[config.mk]
export PLATFORM = sky130hd
export DESIGN_NAME = core_top
export DESIGN_NICKNAME = d
export VERILOG_FILES = /design/src/design/core_pkg.sv /design/src/design/dataslot_reload_fsm.sv /design/src/design/bridge_word_port.sv /design/src/design/mclk_frac_gen.sv /design/src/design/i2s_serializer.sv /design/src/design/core_top.sv
export SDC_FILE = /design/constraint.sdc
export NUM_CORES = 1
export LEC_CHECK = 0
export BUFFER_PORTS_ARGS = -buffer_cell sky130_fd_sc_hd__buf_4
export CAP_MARGIN = 15
export CORE_AREA = 2 2 192 194
export CTS_CLUSTER_SIZE = 30
export DETAILED_ROUTE_END_ITERATION = 10
export DIE_AREA = 0 0 194 196
export SYNTH_ARGS = -nofsm -noshare
export SYNTH_HDL_FRONTEND = slang
export SYNTH_SLANG_ARGS = --single-unit
[constraint.sdc]
create_clock -name clk_74a -period 20.4 [get_ports clk_74a]
set_input_delay 3.06 -clock clk_74a [delete_from_list [all_inputs] [get_ports clk_74a]]
set_output_delay 3.06 -clock clk_74a [all_outputs]
set_load 0.01 [all_outputs]
[src/design/core_pkg.sv]
// shared widths, window tag and audio constants
// packed structs for the reload command, destinations,
// SDRAM word requests and stereo samples

package core_pkg;

    //////////////////////////////////////////////////////////////////////
    // bridge and SDRAM word port
    //////////////////////////////////////////////////////////////////////

    localparam int BRIDGE_W = 32;
    // word address is bridge_addr[25:2]
    localparam int WORD_ADDR_W = 24;
    // bridge_addr[31:26] of the 64 MB SDRAM window
    localparam logic [5:0] SDRAM_WIN_TAG = 6'd0;
    // block RAM write strobe length in clk_74a cycles
    localparam logic [1:0] BRAM_HOLD_CYCLES = 2'd3;

    //////////////////////////////////////////////////////////////////////
    // audio
    //////////////////////////////////////////////////////////////////////

    // 74.25 MHz in, 24.576 MHz toggle rate, 12.288 MHz MCLK
    localparam int MCLK_ACC_W = 15;
    localparam logic [MCLK_ACC_W-1:0] MCLK_ADD = 15'd4096;
    localparam logic [MCLK_ACC_W-1:0] MCLK_MAX = 15'd12375;
    // active bits per channel, then padding up to the slot
    localparam int SAMPLE_W = 16;
    localparam int I2S_SLOT_BITS = 32;

    // target data-slot read parameters
    typedef struct packed {
        logic [15:0] id;
        logic [31:0] slotoffset;
        logic [31:0] bridgeaddr;
        logic [31:0] length;
    } dataslot_cmd_t;

    // which memory the reload fills
    typedef struct packed {
        logic sdram;
        logic bram;
    } reload_sel_t;

    typedef struct packed {
        logic                   write;
        logic                   read;
        logic [WORD_ADDR_W-1:0] addr;
        logic [BRIDGE_W-1:0]    wdata;
        logic [3:0]             enable;
    } sdram_req_t;

    typedef struct packed {
        logic [SAMPLE_W-1:0] left;
        logic [SAMPLE_W-1:0] right;
    } audio_sample_t;

endpackage

[src/design/dataslot_reload_fsm.sv]
// data-slot reload sequencer
// issues the target read command and tracks ack/done from the host

`timescale 1ns/1ps

module dataslot_reload_fsm (
    input  logic                    clk_74a,
    input  logic                    reset_n,
    input  logic                    set_sdram,
    input  logic                    set_bram,
    input  core_pkg::dataslot_cmd_t target_params,
    input  logic                    target_ack,
    input  logic                    target_done,
    output logic                    target_read,
    output logic                    ram_reloading,
    output core_pkg::dataslot_cmd_t target_cmd,
    output core_pkg::reload_sel_t   reload_sel
);

    typedef enum logic [1:0] {
        ST_IDLE,
        ST_WAIT_ACK,
        ST_WAIT_DONE
    } state_t;

    state_t state;

    //////////////////////////////////////////////////////////////////////
    // control state
    //////////////////////////////////////////////////////////////////////

    always_ff @(posedge clk_74a) begin
        if (!reset_n) begin
            state         <= ST_IDLE;
            target_read   <= 1'b0;
            ram_reloading <= 1'b0;
            reload_sel    <= '0;
        end else begin
            case (state)
                ST_IDLE: begin
                    // set pulses are only taken here
                    if (set_sdram || set_bram) begin
                        reload_sel.sdram <= set_sdram;
                        reload_sel.bram  <= set_bram;
                        ram_reloading    <= 1'b1;
                        target_read      <= 1'b1;
                        state            <= ST_WAIT_ACK;
                    end
                end
                ST_WAIT_ACK: begin
                    // read level holds until the host acks
                    if (target_ack) begin
                        target_read <= 1'b0;
                        state       <= ST_WAIT_DONE;
                    end
                end
                ST_WAIT_DONE: begin
                    // bridge writes land while we sit here
                    if (target_done) begin
                        reload_sel    <= '0;
                        ram_reloading <= 1'b0;
                        state         <= ST_IDLE;
                    end
                end
                default: state <= ST_IDLE;
            endcase
        end
    end

    // command parameters, latched with the request
    always_ff @(posedge clk_74a) begin
        if (state == ST_IDLE && (set_sdram || set_bram)) begin
            target_cmd <= target_params;
        end
    end

endmodule

[src/design/bridge_word_port.sv]
// bridge word write port for the SDRAM window
// block RAM strobe stretch and SDRAM request merge

`timescale 1ns/1ps

module bridge_word_port (
    input  logic                         clk_74a,
    input  logic                         reset_n,
    input  logic [core_pkg::BRIDGE_W-1:0] bridge_addr,
    input  logic [core_pkg::BRIDGE_W-1:0] bridge_wr_data,
    input  logic                         bridge_wr,
    input  core_pkg::reload_sel_t        reload_sel,
    input  core_pkg::sdram_req_t         core_req,
    output core_pkg::sdram_req_t         sdram_req,
    output logic                         core_stall,
    output logic                         bram_wr,
    output logic [core_pkg::BRIDGE_W-1:0] bram_wdata
);

    import core_pkg::*;

    logic                   win_hit;
    logic                   word_wr;
    logic [1:0]             bram_hold;
    logic [WORD_ADDR_W-1:0] word_addr;
    logic [BRIDGE_W-1:0]    word_data;

    // top six address bits select the window
    assign win_hit = bridge_wr && (bridge_addr[BRIDGE_W-1:WORD_ADDR_W+2] == SDRAM_WIN_TAG);

    //////////////////////////////////////////////////////////////////////
    // write capture
    //////////////////////////////////////////////////////////////////////

    always_ff @(posedge clk_74a) begin
        if (!reset_n) begin
            word_wr   <= 1'b0;
            bram_hold <= 2'd0;
        end else begin
            // one-cycle SDRAM word write
            word_wr <= win_hit && reload_sel.sdram;
            // hold counter 1..BRAM_HOLD_CYCLES then back to idle
            if (win_hit && reload_sel.bram) begin
                bram_hold <= 2'd1;
            end else if (bram_hold == BRAM_HOLD_CYCLES) begin
                bram_hold <= 2'd0;
            end else if (bram_hold != 2'd0) begin
                bram_hold <= bram_hold + 2'd1;
            end
        end
    end

    // word address and data, shared by both destinations
    always_ff @(posedge clk_74a) begin
        if (win_hit && (reload_sel.sdram || reload_sel.bram)) begin
            word_addr <= bridge_addr[WORD_ADDR_W+1:2];
            word_data <= bridge_wr_data;
        end
    end

    assign bram_wr    = (bram_hold != 2'd0);
    assign bram_wdata = word_data;

    //////////////////////////////////////////////////////////////////////
    // request merge, bridge word wins
    //////////////////////////////////////////////////////////////////////

    always_comb begin
        if (word_wr) begin
            sdram_req.write  = 1'b1;
            sdram_req.read   = 1'b0;
            sdram_req.addr   = word_addr;
            sdram_req.wdata  = word_data;
            sdram_req.enable = 4'b1111;
        end else begin
            sdram_req = core_req;
        end
    end

    // core holds its request while the bridge owns the port
    assign core_stall = word_wr;

endmodule

[src/design/mclk_frac_gen.sv]
// fractional accumulator MCLK generator
// bit-clock divider giving a one-cycle bit enable

`timescale 1ns/1ps

module mclk_frac_gen (
    input  logic clk_74a,
    input  logic reset_n,
    output logic audio_mclk,
    output logic bit_en
);

    import core_pkg::*;

    logic [MCLK_ACC_W-1:0] count;
    logic [1:0]            bit_div;

    //////////////////////////////////////////////////////////////////////
    // 74.25 MHz * 4096 / 12375 = 24.576 MHz toggle rate
    //////////////////////////////////////////////////////////////////////

    always_ff @(posedge clk_74a) begin
        if (!reset_n) begin
            count      <= '0;
            audio_mclk <= 1'b0;
            bit_div    <= 2'd0;
            bit_en     <= 1'b0;
        end else begin
            bit_en <= 1'b0;
            if (count >= MCLK_MAX) begin
                // wrap and toggle mclk
                count      <= count - MCLK_MAX + MCLK_ADD;
                audio_mclk <= ~audio_mclk;
                // rising toggle only
                if (!audio_mclk) begin
                    bit_div <= bit_div + 2'd1;
                    // every fourth mclk rise
                    bit_en  <= (bit_div == 2'd3);
                end
            end else begin
                count <= count + MCLK_ADD;
            end
        end
    end

endmodule

[src/design/i2s_serializer.sv]
// I2S serializer
// 32-bit shift register, slot counter and LRCK
// 16 active bits per 32-bit channel slot

`timescale 1ns/1ps

module i2s_serializer (
    input  logic                    clk_74a,
    input  logic                    reset_n,
    input  logic                    bit_en,
    input  core_pkg::audio_sample_t sample,
    output logic                    audio_dac,
    output logic                    audio_lrck
);

    import core_pkg::*;

    localparam int CNT_W = $clog2(I2S_SLOT_BITS);

    logic [2*SAMPLE_W-1:0] shift;
    logic [CNT_W-1:0]      slot_cnt;

    //////////////////////////////////////////////////////////////////////
    // one step per bit event
    //////////////////////////////////////////////////////////////////////

    always_ff @(posedge clk_74a) begin
        if (!reset_n) begin
            shift      <= '0;
            slot_cnt   <= '0;
            audio_dac  <= 1'b0;
            audio_lrck <= 1'b0;
        end else if (bit_en) begin
            // msb goes out first
            audio_dac <= shift[2*SAMPLE_W-1];
            slot_cnt  <= slot_cnt + 1'b1;
            if (slot_cnt == CNT_W'(I2S_SLOT_BITS - 1)) begin
                // end of slot, switch channel
                audio_lrck <= ~audio_lrck;
                // new frame starts with the left channel
                if (audio_lrck) begin
                    shift <= {sample.left, sample.right};
                end
            end else if (slot_cnt < CNT_W'(SAMPLE_W)) begin
                // active bits only, rest of slot is padding
                shift <= {shift[2*SAMPLE_W-2:0], 1'b0};
            end
        end
    end

endmodule

[src/design/core_top.sv]
// top level
// reload sequencer, bridge word port, MCLK generator and I2S serializer

`timescale 1ns/1ps

module core_top (
    input  logic                          clk_74a,
    input  logic                          reset_n,
    // reload requests from the core
    input  logic                          set_sdram,
    input  logic                          set_bram,
    input  core_pkg::dataslot_cmd_t       target_params,
    // host target command handshake
    input  logic                          target_ack,
    input  logic                          target_done,
    output logic                          target_read,
    output logic                          ram_reloading,
    output core_pkg::dataslot_cmd_t       target_cmd,
    // bridge bus
    input  logic [core_pkg::BRIDGE_W-1:0] bridge_addr,
    input  logic                          bridge_wr,
    input  logic [core_pkg::BRIDGE_W-1:0] bridge_wr_data,
    // memory side
    input  core_pkg::sdram_req_t          core_req,
    output core_pkg::sdram_req_t          sdram_req,
    output logic                          core_stall,
    output logic                          bram_wr,
    output logic [core_pkg::BRIDGE_W-1:0] bram_wdata,
    // audio
    input  core_pkg::audio_sample_t       sample,
    output logic                          audio_mclk,
    output logic                          audio_dac,
    output logic                          audio_lrck
);

    import core_pkg::*;

    reload_sel_t reload_sel;
    logic        bit_en;

    dataslot_reload_fsm i_dataslot_reload_fsm (
        .clk_74a       (clk_74a),
        .reset_n       (reset_n),
        .set_sdram     (set_sdram),
        .set_bram      (set_bram),
        .target_params (target_params),
        .target_ack    (target_ack),
        .target_done   (target_done),
        .target_read   (target_read),
        .ram_reloading (ram_reloading),
        .target_cmd    (target_cmd),
        .reload_sel    (reload_sel)
    );

    bridge_word_port i_bridge_word_port (
        .clk_74a        (clk_74a),
        .reset_n        (reset_n),
        .bridge_addr    (bridge_addr),
        .bridge_wr_data (bridge_wr_data),
        .bridge_wr      (bridge_wr),
        .reload_sel     (reload_sel),
        .core_req       (core_req),
        .sdram_req      (sdram_req),
        .core_stall     (core_stall),
        .bram_wr        (bram_wr),
        .bram_wdata     (bram_wdata)
    );

    //////////////////////////////////////////////////////////////////////
    // audio, all on clk_74a enables
    //////////////////////////////////////////////////////////////////////

    mclk_frac_gen i_mclk_frac_gen (
        .clk_74a    (clk_74a),
        .reset_n    (reset_n),
        .audio_mclk (audio_mclk),
        .bit_en     (bit_en)
    );

    i2s_serializer i_i2s_serializer (
        .clk_74a    (clk_74a),
        .reset_n    (reset_n),
        .bit_en     (bit_en),
        .sample     (sample),
        .audio_dac  (audio_dac),
        .audio_lrck (audio_lrck)
    );

endmodule

=== Word-level counts from Yosys, hierarchy flattened ===
Index checks and enable logic that the tools add are counted.
Widths: inputs -> output; s select.

* Add/sub/neg operators: 6
* $lt $le $gt $ge: 2
* Equality and inequality tests: 9
* Muxes and demuxes: 19
* Bitwise operators: 4
* Reduce and logical (&&, ||, !) cells: 22

{| class="wikitable"
|+ Operators by type and width
! operator !! number
|-
| $mux 32 || 3
|-
| $mux 62 || 1
|-
| $add 15x13->15 const B || 2
|-
| $ge 15x14->1 const B || 1
|-
| $mux 15 || 1
|-
| $sub 15x14->15 const B || 1
|-
| $reduce_and 3->1 || 4
|-
| $mux 2 || 4
|-
| $reduce_bool 2->1 || 4
|-
| $eq 2x2->1 const B || 3
|-
| $logic_not 6->1 || 1
|-
| $mux 1 || 6
|-
| $ne 2x2->1 const B || 3
|-
| $pmux 2 s3 || 1
|-
| $reduce_or 3->1 || 2
|-
| $add 5x1->5 const B || 1
|-
| $eq 5x5->1 const B || 1
|-
| $logic_and 1x1->1 || 5
|-
| $lt 5x5->1 const B || 1
|-
| $add 2x1->2 const B || 2
|-
| $not 1->1 || 4
|-
| $pmux 1 s2 || 2
|-
| $pmux 2 s2 || 1
|-
| $reduce_and 2->1 || 2
|-
| other kinds (5) || 6
|}

* Flip-flop bits (word level): 235
* Input port bits: 277
* Output and inout bits: 213

=== Logic depth before layout (Yosys ltp) ===
* Depth in word-level cells: 4
* Gate-level depth with buffers: 9
* Mapped depth without buffers: 7

=== Cells and area by module ===
Synthesis repeated with hierarchy kept, for this count alone.

* Cells, all modules: 615
* Area total of the unflattened synthesis: 9292.7 µm²

{| class="wikitable"
|+ Modules (own cells, without submodules)
! module !! instances !! cells each !! area each (µm²) !! sequential area each (µm²)
|-
| dataslot_reload_fsm || 1 || 139 || 3612.2 || 3483.3
|-
| bridge_word_port || 1 || 144 || 2586.2 || 1741.7
|-
| i2s_serializer || 1 || 208 || 1994.4 || 780.7
|-
| mclk_frac_gen || 1 || 124 || 1099.8 || 380.4
|}

=== Worst setup path after synthesis ===
No wires, ideal clock.

* Kind: input -> register
* From: input port set_bram
* To: register, netlist name i_dataslot_reload_fsm.target_cmd[0]
* Library setup time: 0.723 ns
* Arrival time: 10.708 ns
* Data required time: 19.677 ns
* Slack: 8.969 ns
* Cell stages on the path: 2
* Cell sequence: nor2_1 -> nor3_1

* Longest elaborated chain between the ends: 2

{| class="wikitable"
|+ Ends and longest elaborated chain
! item !! RTL line !! source
|-
| start, declared || core_top.sv:11 || <nowiki>input logic set_bram,</nowiki>
|-
| $logic_or 1x1->1 || dataslot_reload_fsm.sv:72 || <nowiki>if (state == ST_IDLE && (set_sdram || set_bram)) begin</nowiki>
|-
| $logic_and 1x1->1 || dataslot_reload_fsm.sv:72 ||
|}

Every way passes these cells.
A chain may end at the register's enable or synchronous reset.

==> results by group <==
Critical path
  • Worst Setup End Kind: output port
  • Slowest cell delay on critical path: around 0.27 ns
  • Critical path, cell by cell: buf_4 -> mux2_2 -> buf_4
  • Crit Path Class: in -> out
  • Register-to-register setup slack: around 17 ns
  • Worst reg-to-reg path cell count: 8
  • Req. time, crit path: about 17 ns
  • Worst path arrival time: about 3.6 ns
  • R2r startpoint: i_i2s_serializer.slot_cnt[0]$_SDFFE_PN0P_
  • Crit start category: primary input
  • Crit-path max FO: 1
  • Cell mode on critical path: buf_4
  • Slowest cell on crit path: mux2_2
  • R2R Path End: i_i2s_serializer.shift[1]$_SDFFE_PN0P_

Synthesis
  • Cells after Synth: between 500 and 600
  • Synth cell types: 48
  • Netlist Area Pre-Place: between 0.008 and 0.009 mm²
  • Register area share after synthesis: 0.716
  • Synth async-reset ratio: 0
  • Post-synth top area cell: edfxtp_1
  • Synth top area share: 0.565
  • Yosys warns: 0
  • Largest cells by area after synthesis: edfxtp_1 57%, dfxtp_1 15%, mux2_2 7.1%, mux2i_1 5.2%, a211oi_1 2.7%
  • Synth Register Bits: 235
  • Count of flip-flops with a built-in enable after synthesis: around 170
  • Syn Area/Cell: between 15 and 20 µm²
  • Syn Nets: 876
  • Ys flop type: edfxtp_1

Min path
  • Hold_sp: i_mclk_frac_gen.bit_div[1]$_SDFFE_PN0P_
  • Hold Crit Depth: 2
  • Hold Path Class: reg -> reg
  • End of the worst hold path: i_mclk_frac_gen.bit_div[1]$_SDFFE_PN0P_

Timing
  • Crit share post-route: 0.326
  • Final worst slack: approximately 14 ns
  • Final max-slew violation count: 0
  • Worst Skew: between 0.007 and 0.008 ns
  • Setup_tns: 0 ns
  • Fmax: approximately 150 MHz
  • Max-slew headroom: 0.190
  • Tmin final: approximately 6.6 ns
  • Final Setup Violations: 0
  • Worst-margin pin slew: roughly 1.2 ns
  • Fin. Hold Viols: 0
  • RSZ-0062 raised after global routing: no

Power and ir drop
  • Max VDD drop: 0.0603 mV
  • Leak: about 5.7 nW
  • PwrDens: 90.1 mW/mm²

Global route
  • Number of global-route vias before repair: about 6600
  • Global Route Usage Sum: 0.150
  • Largest net degree at the start of global routing: 64
  • Gr ovfl total: 0
  • Initial antenna violation count: 6
  • Global-route wire length before repair: around 43000 µm

Final layout
  • Fillers: ~3500
  • Area Growth Syn to Fin: 57.2%
  • Final nets: 1372
  • Fraction of layout cells with a size suffix above 1: 0.546
  • Non-Filler Instances: approximately 1600
  • Final Cell Area: between 0.01 and 0.015 mm²

CTS
  • Longest Clk Path Bufs: 3
  • Sink Count: around 240
  • H-Tree Depth: 1
  • Clock root cell: clkbuf_16
  • PostCTS Resize Cnt: 0
  • Worst-path clk slew: ~0.05 ns
  • Post-CTS Hold Buffers: 0
  • Number of post-CTS setup repair buffers: 0
  • Number of CTS-inserted buffers: 28
  • Worst skew pair latency: 0.54 ns
  • CTS tree: done

Floorplanning
  • DIE WIDTH: 194 µm
  • Full die area: ~0.038 mm²
  • Initial Util: 0.247
  • Die H: between 150 and 200 µm
  • Row Count: 70
  • Core area: between 0.03 and 0.04 mm²
  • Io pins: 490

Place
  • Pre-CTS setup slack: 13.74 ns
  • Routability cong.: ~0.9
  • IO Port Bufs: roughly 490
  • DP Area: around 0.013 mm²
  • Inst Count DP: roughly 1500
  • HPWL Detailed: between 20000 and 25000 µm

Run
  • Max cap viols: 0

Detailed routing
  • Vias per Instance: between 4 and 5
  • Met1 WL: between 10000 and 15000 µm
  • Via count: 6796
  • Drt drc: 0
  • Met3 Wirelength: roughly 2400 µm
  • Top routing layer used: met4
  • Detail Route Antenna Nets: 0
  • Initial DRC count: around 270
  • Wire length per cell: between 15 and 20 µm
  • Met2 wire len: around 15000 µm
  • Routed wire length: 30400 µm
  • DRT Pass-1 Iters: 4

Status
  • Status: finished, final reports clean
logic make-up (layout without fill, tap and decap cells):
group / count (synthesis) / count (layout) / synth area share
adders and majority gates: 9 / 9 / 0.0126
muxes: 102 / 102 / 0.122
buffers and inverters: 43 / 558 / 0.0185
other: 0 / 3 / 0
AOI/OAI and AO/OA: 80 / 80 / 0.0635
xor gates and xnor gates: 5 / 5 / 0.00491
DFF: 235 / 235 / 0.716
and+or+nand+nor: 116 / 116 / 0.0627
Yosys cell counts (all sizes together), types with 2 or more instances:
cell and number:
a2111oi 2, a211oi 32, a21boi 2, a21oi 15
a22oi 3, a31oi 2, and3 4, buf 4
clkbuf 25, dfxtp 67, edfxtp 168, ha 9
inv 13, mux2 56, mux2i 46, nand2 25
nand2b 7, nand3 3, nand4 2, nor2 49
nor3 7, nor4 3, o211a 3, o211ai 2
o21a 4, o21ai 7, o21bai 3, or2 5
or3 3, or4 2, xnor2 3, xor2 2
state kept, by name (all words and copies together), names as in the netlist, 2 cells and up:
| signal | flops |
|---|---|
| i_bridge_word_port.bram_hold | 2 |
| i_bridge_word_port.bram_wdata | 32 |
| i_bridge_word_port.word_addr | 24 |
| i_dataslot_reload_fsm.reload_sel | 2 |
| i_dataslot_reload_fsm.state | 2 |
| i_dataslot_reload_fsm.target_cmd | 112 |
| i_i2s_serializer.shift | 32 |
| i_i2s_serializer.slot_cnt | 5 |
| i_mclk_frac_gen.bit_div | 2 |
| i_mclk_frac_gen.count | 15 |
report_power, final:
group | total, W | internal, W | switching, W
registers | 0.000580 | 0.000554 | 0.0000262
logic | 0.000205 | 0.000110 | 0.0000949
clock network | 0.000481 | 0.000290 | 0.000191
final cells by class:
cell class,instances,area [µm²],share of cell area
Clock inverter,6,62.6,0.00446
Inverter,14,52.6,0.00374
Antenna cell,3,7.51,0.000535
Multi-Input combinational cell,312,2390,0.171
Sequential cell,235,6390,0.455
Clock buffer,43,828,0.0590
Timing Repair Buffer,495,3720,0.265
Tap cell,468,586,0.0417
how the worst max path moves through the flow:
stage                     depth (start not counted)                                            end         start  slack, ns
after floorplan                                   2  i_dataslot_reload_fsm.target_cmd[0]$_DFFE_PP_      set_bram       8.97
after global placement                            3                                  sdram_req[28]  core_req[28]      13.74
after detailed placement                          3                                  sdram_req[28]  core_req[28]      13.74
after CTS                                         3                                  sdram_req[28]  core_req[28]      13.74
after global routing                              3                                   sdram_req[0]   core_req[0]      13.75
final                                             3                                  sdram_req[28]  core_req[28]      13.75
placed cells by master, fill, tap and decap left out, types with 2 or more instances in the layout:
| cell type | Yosys | routed |
|---|---|---|
| edfxtp_1 | 168 | 168 |
| mux2_2 | 56 | 56 |
| diode_2 | 0 | 3 |
| ha_1 | 9 | 8 |
| o211ai_1 | 2 | 2 |
| mux2i_1 | 46 | 46 |
| clkinv_4 | 0 | 2 |
| nor2_1 | 49 | 49 |
| buf_4 | 0 | 495 |
| o21a_1 | 4 | 3 |
| nand2_1 | 25 | 25 |
| a22oi_1 | 3 | 3 |
| nand2b_1 | 7 | 7 |
| clkinv_1 | 1 | 3 |
| clkbuf_1 | 25 | 9 |
| inv_1 | 13 | 13 |
| nor3_1 | 7 | 6 |
| nor4_1 | 2 | 2 |
| o211a_1 | 3 | 3 |
| and3_1 | 4 | 4 |
| a21oi_1 | 15 | 14 |
| a211oi_1 | 32 | 32 |
| nand4_1 | 2 | 2 |
| o21bai_1 | 3 | 3 |
| or3_1 | 3 | 3 |
| xor2_1 | 2 | 2 |
| xnor2_1 | 3 | 3 |
| clkbuf_16 | 0 | 29 |
| dfxtp_1 | 67 | 66 |
| clkbuf_8 | 0 | 5 |
| a21boi_0 | 2 | 2 |
| nand3_1 | 3 | 3 |
| o21ai_0 | 7 | 7 |
| or2_2 | 5 | 5 |
| a31oi_1 | 2 | 2 |
layer usage:
metal / vias to the layer above / global-route usage
li1: 3211 / -
met1: 3271 / 0.183
met2: 266 / 0.260
met3: 48 / 0.0407
met4: 0 / 0.0435
met5: - / 0
worst max-delay path, delay by kind of cell:
kind,cells,cell delay [ns]
muxes,1,0.27
buffers and inverters,2,0.25
per-stage QoR:
step	power (W)	hold slack, ns	utilization
after floorplan	0.000685	0.438	-
after global placement	0.000792	0.448	0.364
after detailed placement	0.000796	0.470	0.364
after CTS	0.00129	0.478	0.389
after global routing	0.00132	0.502	0.389
final	0.00127	0.470	0.389
Power figures use the tool's default switching activity.
